**src/rtl/fpuPkg.sv**
```systemverilog
// **********************************************************
// Shared types of the double-precision add unit.
// Opcodes, the request and result words, and the structs
// carried between the pipeline stages.
// **********************************************************

package fpuPkg;

	// working fraction: bit 62 carry, bit 61 hidden one, 9 guard bits below
	localparam int FraBits = 64;
	localparam int ExpBias = 1023;
	// integer lsb lands on bit 0 of the working fraction
	localparam int IntExp = ExpBias + 61;

	typedef enum logic [2:0] {
		opNone = 3'd0,
		opAdd  = 3'd1,
		opSub  = 3'd2,
		opI2F  = 3'd3,
		opF2I  = 3'd4
	} fpuOp;

	typedef struct packed {
		fpuOp        op;
		logic [63:0] rn;
		logic [63:0] rm;
	} fpuReq;

	// stage 1 to stage 2, operand A has the larger exponent
	typedef struct packed {
		logic               valid;
		fpuOp               op;
		logic               signA;
		logic               signB;
		logic [10:0]        expA;
		logic [FraBits-1:0] fraA;
		logic [FraBits-1:0] fraB;
		logic [63:0]        intVal;
	} alignStage;

	// stage 2 to stage 3
	typedef struct packed {
		logic               valid;
		fpuOp               op;
		logic               sign;
		logic [10:0]        exp;
		logic [FraBits-1:0] fra;
		logic [63:0]        raw;
	} sumStage;

	// stage 3 to stage 4
	typedef struct packed {
		logic               valid;
		fpuOp               op;
		logic               sign;
		logic [10:0]        exp;
		logic [FraBits-1:0] fra;
		logic [6:0]         shift;
		logic               isZero;
		logic [63:0]        intRes;
	} packStage;

	typedef struct packed {
		logic        valid;
		logic [63:0] value;
	} fpuResult;

endpackage

```
**src/rtl/fpuAddNorm.sv**
```systemverilog
// **********************************************************
// Stages 2 and 3 of the add unit.
// Adds the aligned fractions into a magnitude and sign, then
// normalizes with a leading-zero count and exponent adjust.
// **********************************************************
`timescale 1ns/100ps

module fpuAddNorm import fpuPkg::*;
(
	input  logic      clock,
	input  logic      rstN,
	input  alignStage s2,
	output packStage  s4
);

	sumStage     s3;
	sumStage     sumNxt;
	packStage    packNxt;

	logic        same;
	logic [64:0] sumWide;
	logic        neg;

	logic [6:0]  lz;
	logic [1:0]  up;
	logic [6:0]  down;
	logic [11:0] expWide;
	logic        signA;

	// leading zeros of a 64-bit value, 64 when all zero
	function automatic logic [6:0] countLz(input logic [63:0] v);
		logic [6:0] n;
		logic       found;
		n = 7'd0;
		found = 1'b0;
		for (int i = 63; i >= 0; i--)
		begin
			if (!found)
			begin
				if (v[i])
					found = 1'b1;
				else
					n = n + 7'd1;
			end
		end
		return n;
	endfunction

	// stage 2, signed add
	always_comb
	begin
		same = (s2.signA == s2.signB);
		if (same)
			sumWide = {1'b0, s2.fraA} + {1'b0, s2.fraB};
		else
			sumWide = {1'b0, s2.fraA} - {1'b0, s2.fraB};
		// borrow out means B was the bigger one
		neg = !same && sumWide[64];

		sumNxt.valid = s2.valid;
		sumNxt.op = s2.op;
		sumNxt.sign = s2.signA ^ neg;
		sumNxt.exp = s2.expA;
		sumNxt.fra = neg ? -sumWide[63:0] : sumWide[63:0];
		sumNxt.raw = sumWide[63:0];
	end

	// stage 3, normalize so the leading one sits on bit 61
	always_comb
	begin
		lz = countLz(s3.fra);
		up = (lz == 7'd0) ? 2'd2 : 2'd1;
		down = lz - 7'd2;

		packNxt.valid = s3.valid;
		packNxt.op = s3.op;
		packNxt.sign = s3.sign;
		packNxt.exp = s3.exp;
		packNxt.fra = s3.fra;
		packNxt.shift = 7'd0;
		packNxt.isZero = 1'b0;

		if (lz < 7'd2)
		begin
			// carry out, move right
			expWide = {1'b0, s3.exp} + {10'd0, up};
			packNxt.fra = s3.fra >> up;
			packNxt.exp = expWide[10:0];
			if (expWide >= 12'd2047)
			begin
				// overflow to infinity
				packNxt.exp = 11'd2047;
				packNxt.fra = '0;
			end
		end
		else
		begin
			expWide = {1'b0, s3.exp} - {5'd0, down};
			packNxt.exp = expWide[10:0];
			packNxt.shift = down;
			if (lz == 7'd64 || expWide[11] || expWide == 12'd0)
			begin
				packNxt.isZero = 1'b1;
				packNxt.sign = 1'b0;
				packNxt.exp = 11'd0;
			end
		end

		// F2I: sign of the larger operand goes back on the raw sum
		signA = s3.sign ^ s3.raw[63];
		packNxt.intRes = signA ? -s3.raw : s3.raw;
	end

	always_ff @(posedge clock)
	begin
		if (!rstN)
		begin
			s3.valid <= 1'b0;
			s4.valid <= 1'b0;
		end
		else
		begin
			s3 <= sumNxt;
			s4 <= packNxt;
		end
	end

endmodule

```
**src/rtl/fpuAddUnit.sv**
```systemverilog
// **********************************************************
// Double-precision add unit for the execute stage.
// Four-stage pipeline for add, subtract, I2F and F2I with
// round toward zero. A result appears four cycles after the
// request, as a single valid pulse.
// **********************************************************
`timescale 1ns/100ps

module fpuAddUnit import fpuPkg::*;
(
	input  logic     clock,
	input  logic     rstN,
	input  logic     hold,
	input  fpuReq    req,
	output fpuResult result
);

	alignStage s2;
	packStage  s4;

	// unpack and align
	fpuAlign align
	(
		.clock (clock),
		.rstN  (rstN),
		.hold  (hold),
		.req   (req),
		.s2    (s2)
	);

	// add, then normalize
	fpuAddNorm addNorm
	(
		.clock (clock),
		.rstN  (rstN),
		.s2    (s2),
		.s4    (s4)
	);

	// pack the result word
	fpuPack pack
	(
		.clock  (clock),
		.rstN   (rstN),
		.s4     (s4),
		.result (result)
	);

endmodule

```
**src/rtl/fpuAlign.sv**
```systemverilog
// **********************************************************
// Stage 1 of the add unit.
// Unpacks both operands, orders them by exponent and shifts
// the smaller fraction right. Takes a request when hold is low.
// **********************************************************
`timescale 1ns/100ps

module fpuAlign import fpuPkg::*;
(
	input  logic      clock,
	input  logic      rstN,
	input  logic      hold,
	input  fpuReq     req,
	output alignStage s2
);

	logic               accept;
	logic               rnSign;
	logic               rmSign;
	logic [10:0]        rnExp;
	logic [10:0]        rmExp;
	logic [FraBits-1:0] rnFra;
	logic [FraBits-1:0] rmFra;
	logic [63:0]        intMag;

	logic               sA;
	logic               sB;
	logic [10:0]        eA;
	logic [10:0]        eB;
	logic [FraBits-1:0] fA;
	logic [FraBits-1:0] fB;

	logic               swap;
	logic [10:0]        expDiff;
	logic [FraBits-1:0] fraSmall;
	alignStage          nxt;

	assign accept = !hold && (req.op != opNone);

	always_comb
	begin
		rnSign = req.rn[63];
		rmSign = req.rm[63];
		rnExp = req.rn[62:52];
		rmExp = req.rm[62:52];
		// hidden one only for a nonzero exponent, denormals read as zero
		rnFra = (rnExp != 11'd0) ? {3'b001, req.rn[51:0], 9'h000} : '0;
		rmFra = (rmExp != 11'd0) ? {3'b001, req.rm[51:0], 9'h000} : '0;
		intMag = rnSign ? -req.rn : req.rn;

		case (req.op)
			opI2F:
			begin
				sA = rnSign;
				eA = 11'(IntExp);
				fA = intMag;
				sB = 1'b0;
				eB = 11'(IntExp);
				fB = '0;
			end
			opF2I:
			begin
				// add to zero at the integer exponent
				sA = rnSign;
				eA = rnExp;
				fA = rnFra;
				sB = 1'b0;
				eB = 11'(IntExp);
				fB = '0;
			end
			default:
			begin
				sA = rnSign;
				eA = rnExp;
				fA = rnFra;
				sB = rmSign ^ (req.op == opSub);
				eB = rmExp;
				fB = rmFra;
			end
		endcase

		// ties keep rn as the larger operand
		swap = eB > eA;
		expDiff = swap ? (eB - eA) : (eA - eB);
		fraSmall = swap ? fA : fB;

		nxt.valid = accept;
		nxt.op = req.op;
		nxt.signA = swap ? sB : sA;
		nxt.signB = swap ? sA : sB;
		nxt.expA = swap ? eB : eA;
		nxt.fraA = swap ? fB : fA;
		// shifts of 64 or more clear the fraction
		nxt.fraB = (expDiff >= 11'd64) ? '0 : (fraSmall >> expDiff[5:0]);
		nxt.intVal = req.rn;
	end

	always_ff @(posedge clock)
	begin
		if (!rstN)
		begin
			s2.valid <= 1'b0;
		end
		else if (accept)
		begin
			s2 <= nxt;
		end
		else
		begin
			s2.valid <= 1'b0;
		end
	end

endmodule

```
**src/rtl/fpuPack.sv**
```systemverilog
// **********************************************************
// Stage 4 of the add unit.
// Shifts out leading zeros, truncates to 52 fraction bits and
// packs the binary64 word, or passes the F2I integer through.
// **********************************************************
`timescale 1ns/100ps

module fpuPack import fpuPkg::*;
(
	input  logic     clock,
	input  logic     rstN,
	input  packStage s4,
	output fpuResult result
);

	logic [FraBits-1:0] fraNorm;
	fpuResult           resNxt;

	always_comb
	begin
		fraNorm = s4.fra << s4.shift;

		resNxt.valid = s4.valid;
		// hidden one on bit 61 is dropped, bits below 9 truncated
		resNxt.value = {s4.sign, s4.exp, fraNorm[60:9]};

		if (s4.isZero)
			resNxt.value = 64'd0;

		if (s4.op == opF2I)
			resNxt.value = s4.intRes;
	end

	always_ff @(posedge clock)
	begin
		if (!rstN)
		begin
			result.valid <= 1'b0;
		end
		else
		begin
			result <= resNxt;
		end
	end

endmodule

```
**config.mk**
```make
export PLATFORM = sky130hd
export DESIGN_NAME = fpuAddUnit
export DESIGN_NICKNAME = d
export VERILOG_FILES = /design/src/rtl/fpuPkg.sv /design/src/rtl/fpuAddNorm.sv /design/src/rtl/fpuAddUnit.sv /design/src/rtl/fpuAlign.sv /design/src/rtl/fpuPack.sv
export SDC_FILE = /design/constraint.sdc
export NUM_CORES = 2
export LEC_CHECK = 0
export BUFFER_PORTS_ARGS = -buffer_cell sky130_fd_sc_hd__buf_2
export CAP_MARGIN = 5
export CORE_MARGIN = 2
export CORE_UTILIZATION = 39
export CTS_CLUSTER_DIAMETER = 50
export CTS_CLUSTER_SIZE = 28
export DETAILED_ROUTE_END_ITERATION = 10
export PLACE_DENSITY = 0.59
export SYNTH_ARGS = -nofsm -noshare
export SYNTH_HDL_FRONTEND = slang
export SYNTH_SLANG_ARGS = --single-unit
```
**constraint.sdc**
```tcl
create_clock -name clock -period 101.1 [get_ports clock]
set_input_delay 10.11 -clock clock [delete_from_list [all_inputs] [get_ports clock]]
set_output_delay 10.11 -clock clock [all_outputs]
set_load 0.03 [all_outputs]
```
* Yosys cells after proc, flatten, opt, wreduce, memory -nomap -nowiden
Index checks and enable logic that the tools add are counted.
** Storage, ports and cells
- Bits in registers :: 506
- Input port bits :: 134
- Output and inout bits :: 65
** Operators by class
- Mux-type cells :: 279
- Shift operators :: 3
- Eq/ne operators :: 6
- Bitwise operators :: 3
- Add/subtract/negate cells :: 73
- Order comparisons :: 4
- Reductions and logical operators :: 13
** Operator list (count)
- $mux 7 :: 126
- $mux 64 :: 10
- $add 7x1->7 const B :: 62
- $neg 64->64 :: 3
- $mux 1 :: 132
- $mux 62 :: 2
- $mux 75 :: 1
- $add 64x64->65 :: 1
- $mux 65 :: 1
- $sub 64x64->65 :: 1
- $shl 64x7->61 :: 1
- $shr 64x2->64 :: 1
- $shr 64x6->64 :: 1
- $mux 11 :: 5
- $reduce_bool 11->1 :: 2
- $sub 11x11->11 :: 2
- $add 11x2->12 :: 1
- $ge 12x11->1 const B :: 1
- $logic_not 12->1 :: 1
- $mux 12 :: 1
- $sub 11x7->12 :: 1
- $ge 11x7->1 const B :: 1
- $gt 11x11->1 :: 1
- $eq 7x7->1 const B :: 1
- 15 further kinds :: 22

* Depth between registers and ports, before layout
- Depth in word-level cells :: 196
- Depth in mapped cells :: 201

* Cells and area by module
A second synthesis with hierarchy kept.
** Second synthesis, totals
- Cells, all modules :: 6095
- Area total of the unflattened synthesis :: 53432.5 µm²
** Modules (own cells, without submodules)
- fpuAddNorm :: times used 1, seq. area each 8838.5 µm², area an instance 28463.5 µm², cells an instance 3267
- fpuAlign :: times used 1, seq. area each 6266.0 µm², area an instance 18370.1 µm², cells an instance 2215
- fpuPack :: times used 1, seq. area each 1941.9 µm², area an instance 6598.8 µm², cells an instance 613

* Worst setup path before layout
OpenSTA, ideal clock, no wires.
- Path type :: reg2reg
- Start point :: register addNorm.s3[126] in the netlist's numbering
- End point :: register, netlist name addNorm.s4[147]
- Arrival :: 31.495 ns
- Clock period less this slack :: 31.761 ns
- Buffers on the path :: 5
- Slack :: 69.339 ns
- Cell stages (with the launch flop) :: 197
- Cells stage by stage :: edfxtp_1 > or2_1 > buf_4 > inv_2 > buf_4 > ha_1 > o21a_1 > ha_1 > mux2_2 > nor2_1 > nor2_1 > ha_1 > clkbuf_1 > nand2_1 > a21oi_1 > ha_1 > a211oi_1 > o21ai_1 > (+161 left out) > maj3_1 > nand2_1 > nor2_1 > and2_1 > mux2_1 > a22oi_1 > xnor3_2 > buf_2 > clkbuf_1 > xor2_1 > ha_1 > nor2_1 > xor2_1 > or3_1 > a2111oi_0 > a211oi_1 > nor2_1 > nor2b_1
** RTL lines
- start, declared :: RTL line fpuAddNorm.sv:16 : sumStage s3;
- start signal, assigned :: RTL line fpuAddNorm.sv:123 : s3 <= sumNxt;

==> flow_metrics.tcl <==
set metrics [dict create \
    crit_buf_inv 13 \
    grt-ovfl-total 0 \
    ctsHoldBuffers 0 \
    period_share_pct 37.4 \
    p_leak_nw 19.3 \
    syn_nets 5827 \
    grt_antenna_before_repair 7 \
    post_cts_buffers 0 \
    numCtsBuffers 73 \
    cp_slowest_cell "buf_4" \
    syn-cell-area_mm2 0.0464 \
    post_cts_resized 0 \
    drc 0 \
    gp_congestion 0.984 \
    fin_crit_ps 37820 \
    slew_violations 0 \
    synth-edff-count 498 \
    ioPinCount 199 \
    dieWidth_um 349 \
    placementRows 126 \
    portBuffers 198 \
    min_path_type "reg -> reg" \
    worstPathMaxFanout 60 \
    yosys.area.top_type_share_pct 32.2 \
    worst-endpoint-required_ps 101420 \
    hold_violations 0 \
    post_drt_via_cell_ratio 5.79 \
    synthArstFlopShare_pct 0 \
    synth_ff_type "edfxtp_1" \
    ant_nets 0 \
    setup_tns_ps 0 \
    cp-start-kind "flip-flop" \
    clockBufferDepth 3 \
    synth_cell_types 124 \
    via_count 41400 \
    relSlewSlack_pct 17.1 \
    avgSynthCellArea_um2 8.40 \
    maxCapViolations 0 \
    ir_drop_uv 31.1 \
    drt_iter0_drc 3506 \
    setup_violations 0 \
    powerDensity_mw_per_mm2 31.5 \
    core_mm2 0.118 \
    fmax_mhz 26.4 \
    place_area_mm2 0.0485 \
    synth_area_leaders "edfxtp_1 (32%), xnor2_1 (5.7%), nand2_1 (5.7%)" \
    cts_tree "yes" \
    synthCells 5530 \
    grtUsageTotal_pct 24.8 \
    worst_slew_pin_slew_ps 1230 \
    rsz0062_at_grt "no" \
    worstSkewPairLatency_ps 640 \
    clock_sinks 502 \
    htreeDepth 3 \
    worstSetupEndpointType "flip-flop" \
    ys_ff_latch 502 \
    grt_pass1_vias 39200 \
    final_nets 5852 \
    grt_max_degree 125 \
    final_layout_size_suffix_gt1_share_pct 10.9 \
    clock_skew_ps 38.4 \
    critical_path_class "reg -> reg" \
    root_buffer "clkbuf_16" \
    path_clk_slew_ps 60 \
    fill_cells 11600 \
    floorplan.initialDensity_pct 39.3 \
    crit_arrival_ps 38140 \
    run_status "finished clean" \
    critPathMaxStageDelay_ps 720 \
    grt_pass1_wl_um 236000 \
    first_pass_iters 6 \
    fin_area_mm2 0.0511 \
    ys_warn_count 0 \
    wl_per_cell_um 21.5 \
    die_y_um 349 \
    cp_common_cell "ha_1" \
    hpwl_um 122000 \
    synth.yosys.seq_area_share_pct 32.4 \
    wl_um 154000 \
    netlist.top_cell.by_area "edfxtp_1" \
    crit_family "compound AO/OA/AOI/OAI gates" \
    area_growth_pct 9.99 \
    dieArea_mm2 0.122 \
]
-- power by group --
part	total (mW)	internal (mW)	switching [mW]
clock	0.260	0.150	0.110
sequential	0.423	0.341	0.0820
combinational	0.923	0.331	0.592
-- layout make-up --
cell class | instances | area [um^2] | share of cell area [%]
Clock inverter | 56 | 626 | 1.23
Clock buffer | 78 | 1890 | 3.70
Tap cell | 1536 | 1920 | 3.76
Inverter | 156 | 588 | 1.15
Timing Repair Buffer | 258 | 1450 | 2.84
Sequential cell | 502 | 15000 | 29.4
Multi-Input combinational cell | 4564 | 29500 | 57.9
Antenna cell | 4 | 10.0 | 0.0196
-- path summary, 6_finish.rpt --
kind | from | to | slack, ps | cells after the start
setup / recovery | addNorm.s3[126] | addNorm.s4[97] | 63280 | 196
hold / removal | align.s2[196] | addNorm.s3[132] | 410 | 0
setup reg to reg | addNorm.s3[126] | addNorm.s4[97] | 63280 | 196
hold reg to reg | align.s2[196] | addNorm.s3[132] | 410 | 0
-- kinds of logic (layout without fill, tap and decap cells) --
| logic type | Yosys count | in the layout | share of synthesized area [%] |
|---|---|---|---|
| AO/OA/AOI/OAI | 1517 | 1517 | 20.2 |
| XOR/XNOR | 541 | 541 | 11.4 |
| adder cells (fa/ha/maj) | 167 | 167 | 4.54 |
| buffers and inverters | 464 | 548 | 4.38 |
| flip-flops | 502 | 502 | 32.4 |
| multiplexers | 233 | 233 | 6.26 |
| other | 0 | 4 | 0 |
| AND/OR/NAND/NOR | 2106 | 2106 | 20.9 |
-- stage by stage --
stage	std cells	hold slack, ps	power, mW	worst slack [ps]	utilization (%)
after floorplan	5530	400	1.06	69340	-
after global placement	7016	401	1.33	64740	41.1
after detailed placement	7016	405	1.33	63950	41.1
after CTS	7150	415	1.60	63710	43.2
after global routing	7154	426	1.71	59940	43.2
final	7154	414	1.61	63280	43.2
-- cells in the mapped netlist, drive strengths merged (9+ instances only) --
cell,number
nand2b,72
buf,100
nand4,35
nor2b,68
nor3b,14
o211ai,36
o22ai,43
xnor2,314
a31o,11
mux4,42
mux2,39
a21oi,432
nor3,138
nand3,93
a22oi,22
xnor3,20
ha,159
a21boi,20
and3,35
a22o,26
o41ai,20
nor2,664
a211o,9
xor2,205
o21bai,16
or2,27
inv,154
a211oi,71
or3,126
mux2i,152
o21a,20
o21ai,505
nor4,42
edfxtp,498
a31oi,57
o31ai,60
and2,33
or4,29
a21o,69
clkbuf,207
o31a,10
nand2,702
-- cell usage in the layout, fill, tap and decap left out, types with 36 or more instances in the layout --
master	n
nand2_1	700
nor2_1	659
edfxtp_1	498
o21ai_0	455
a21oi_1	432
xnor2_1	294
buf_2	197
xor2_1	193
ha_1	158
mux2i_1	151
inv_1	150
nor3_1	134
or3_1	125
nand3_1	93
clkbuf_16	75
nand2b_1	71
a211oi_1	70
nor2b_1	68
a21o_1	68
buf_4	60
o31ai_1	57
a31oi_1	55
mux4_2	42
o22ai_1	40
mux2_2	38
nor4_1	36
-- layer usage --
layer	share of wire, %	vias to the layer above	track usage (%)
met2	46	1396	41.0
met4	4.6	0	10.8
li1	-	20200	-
met3	5.7	260	2.71
met1	43	19600	32.8
met5	0	-	0
-- sequential cells by signal (all words and copies together), names as in the netlist --
name and flops:
addNorm.s3 139, pack.result 65, addNorm.s4 149, addNorm.packNxt 4
align.s2 145
Power figures use the tool's default switching activity.
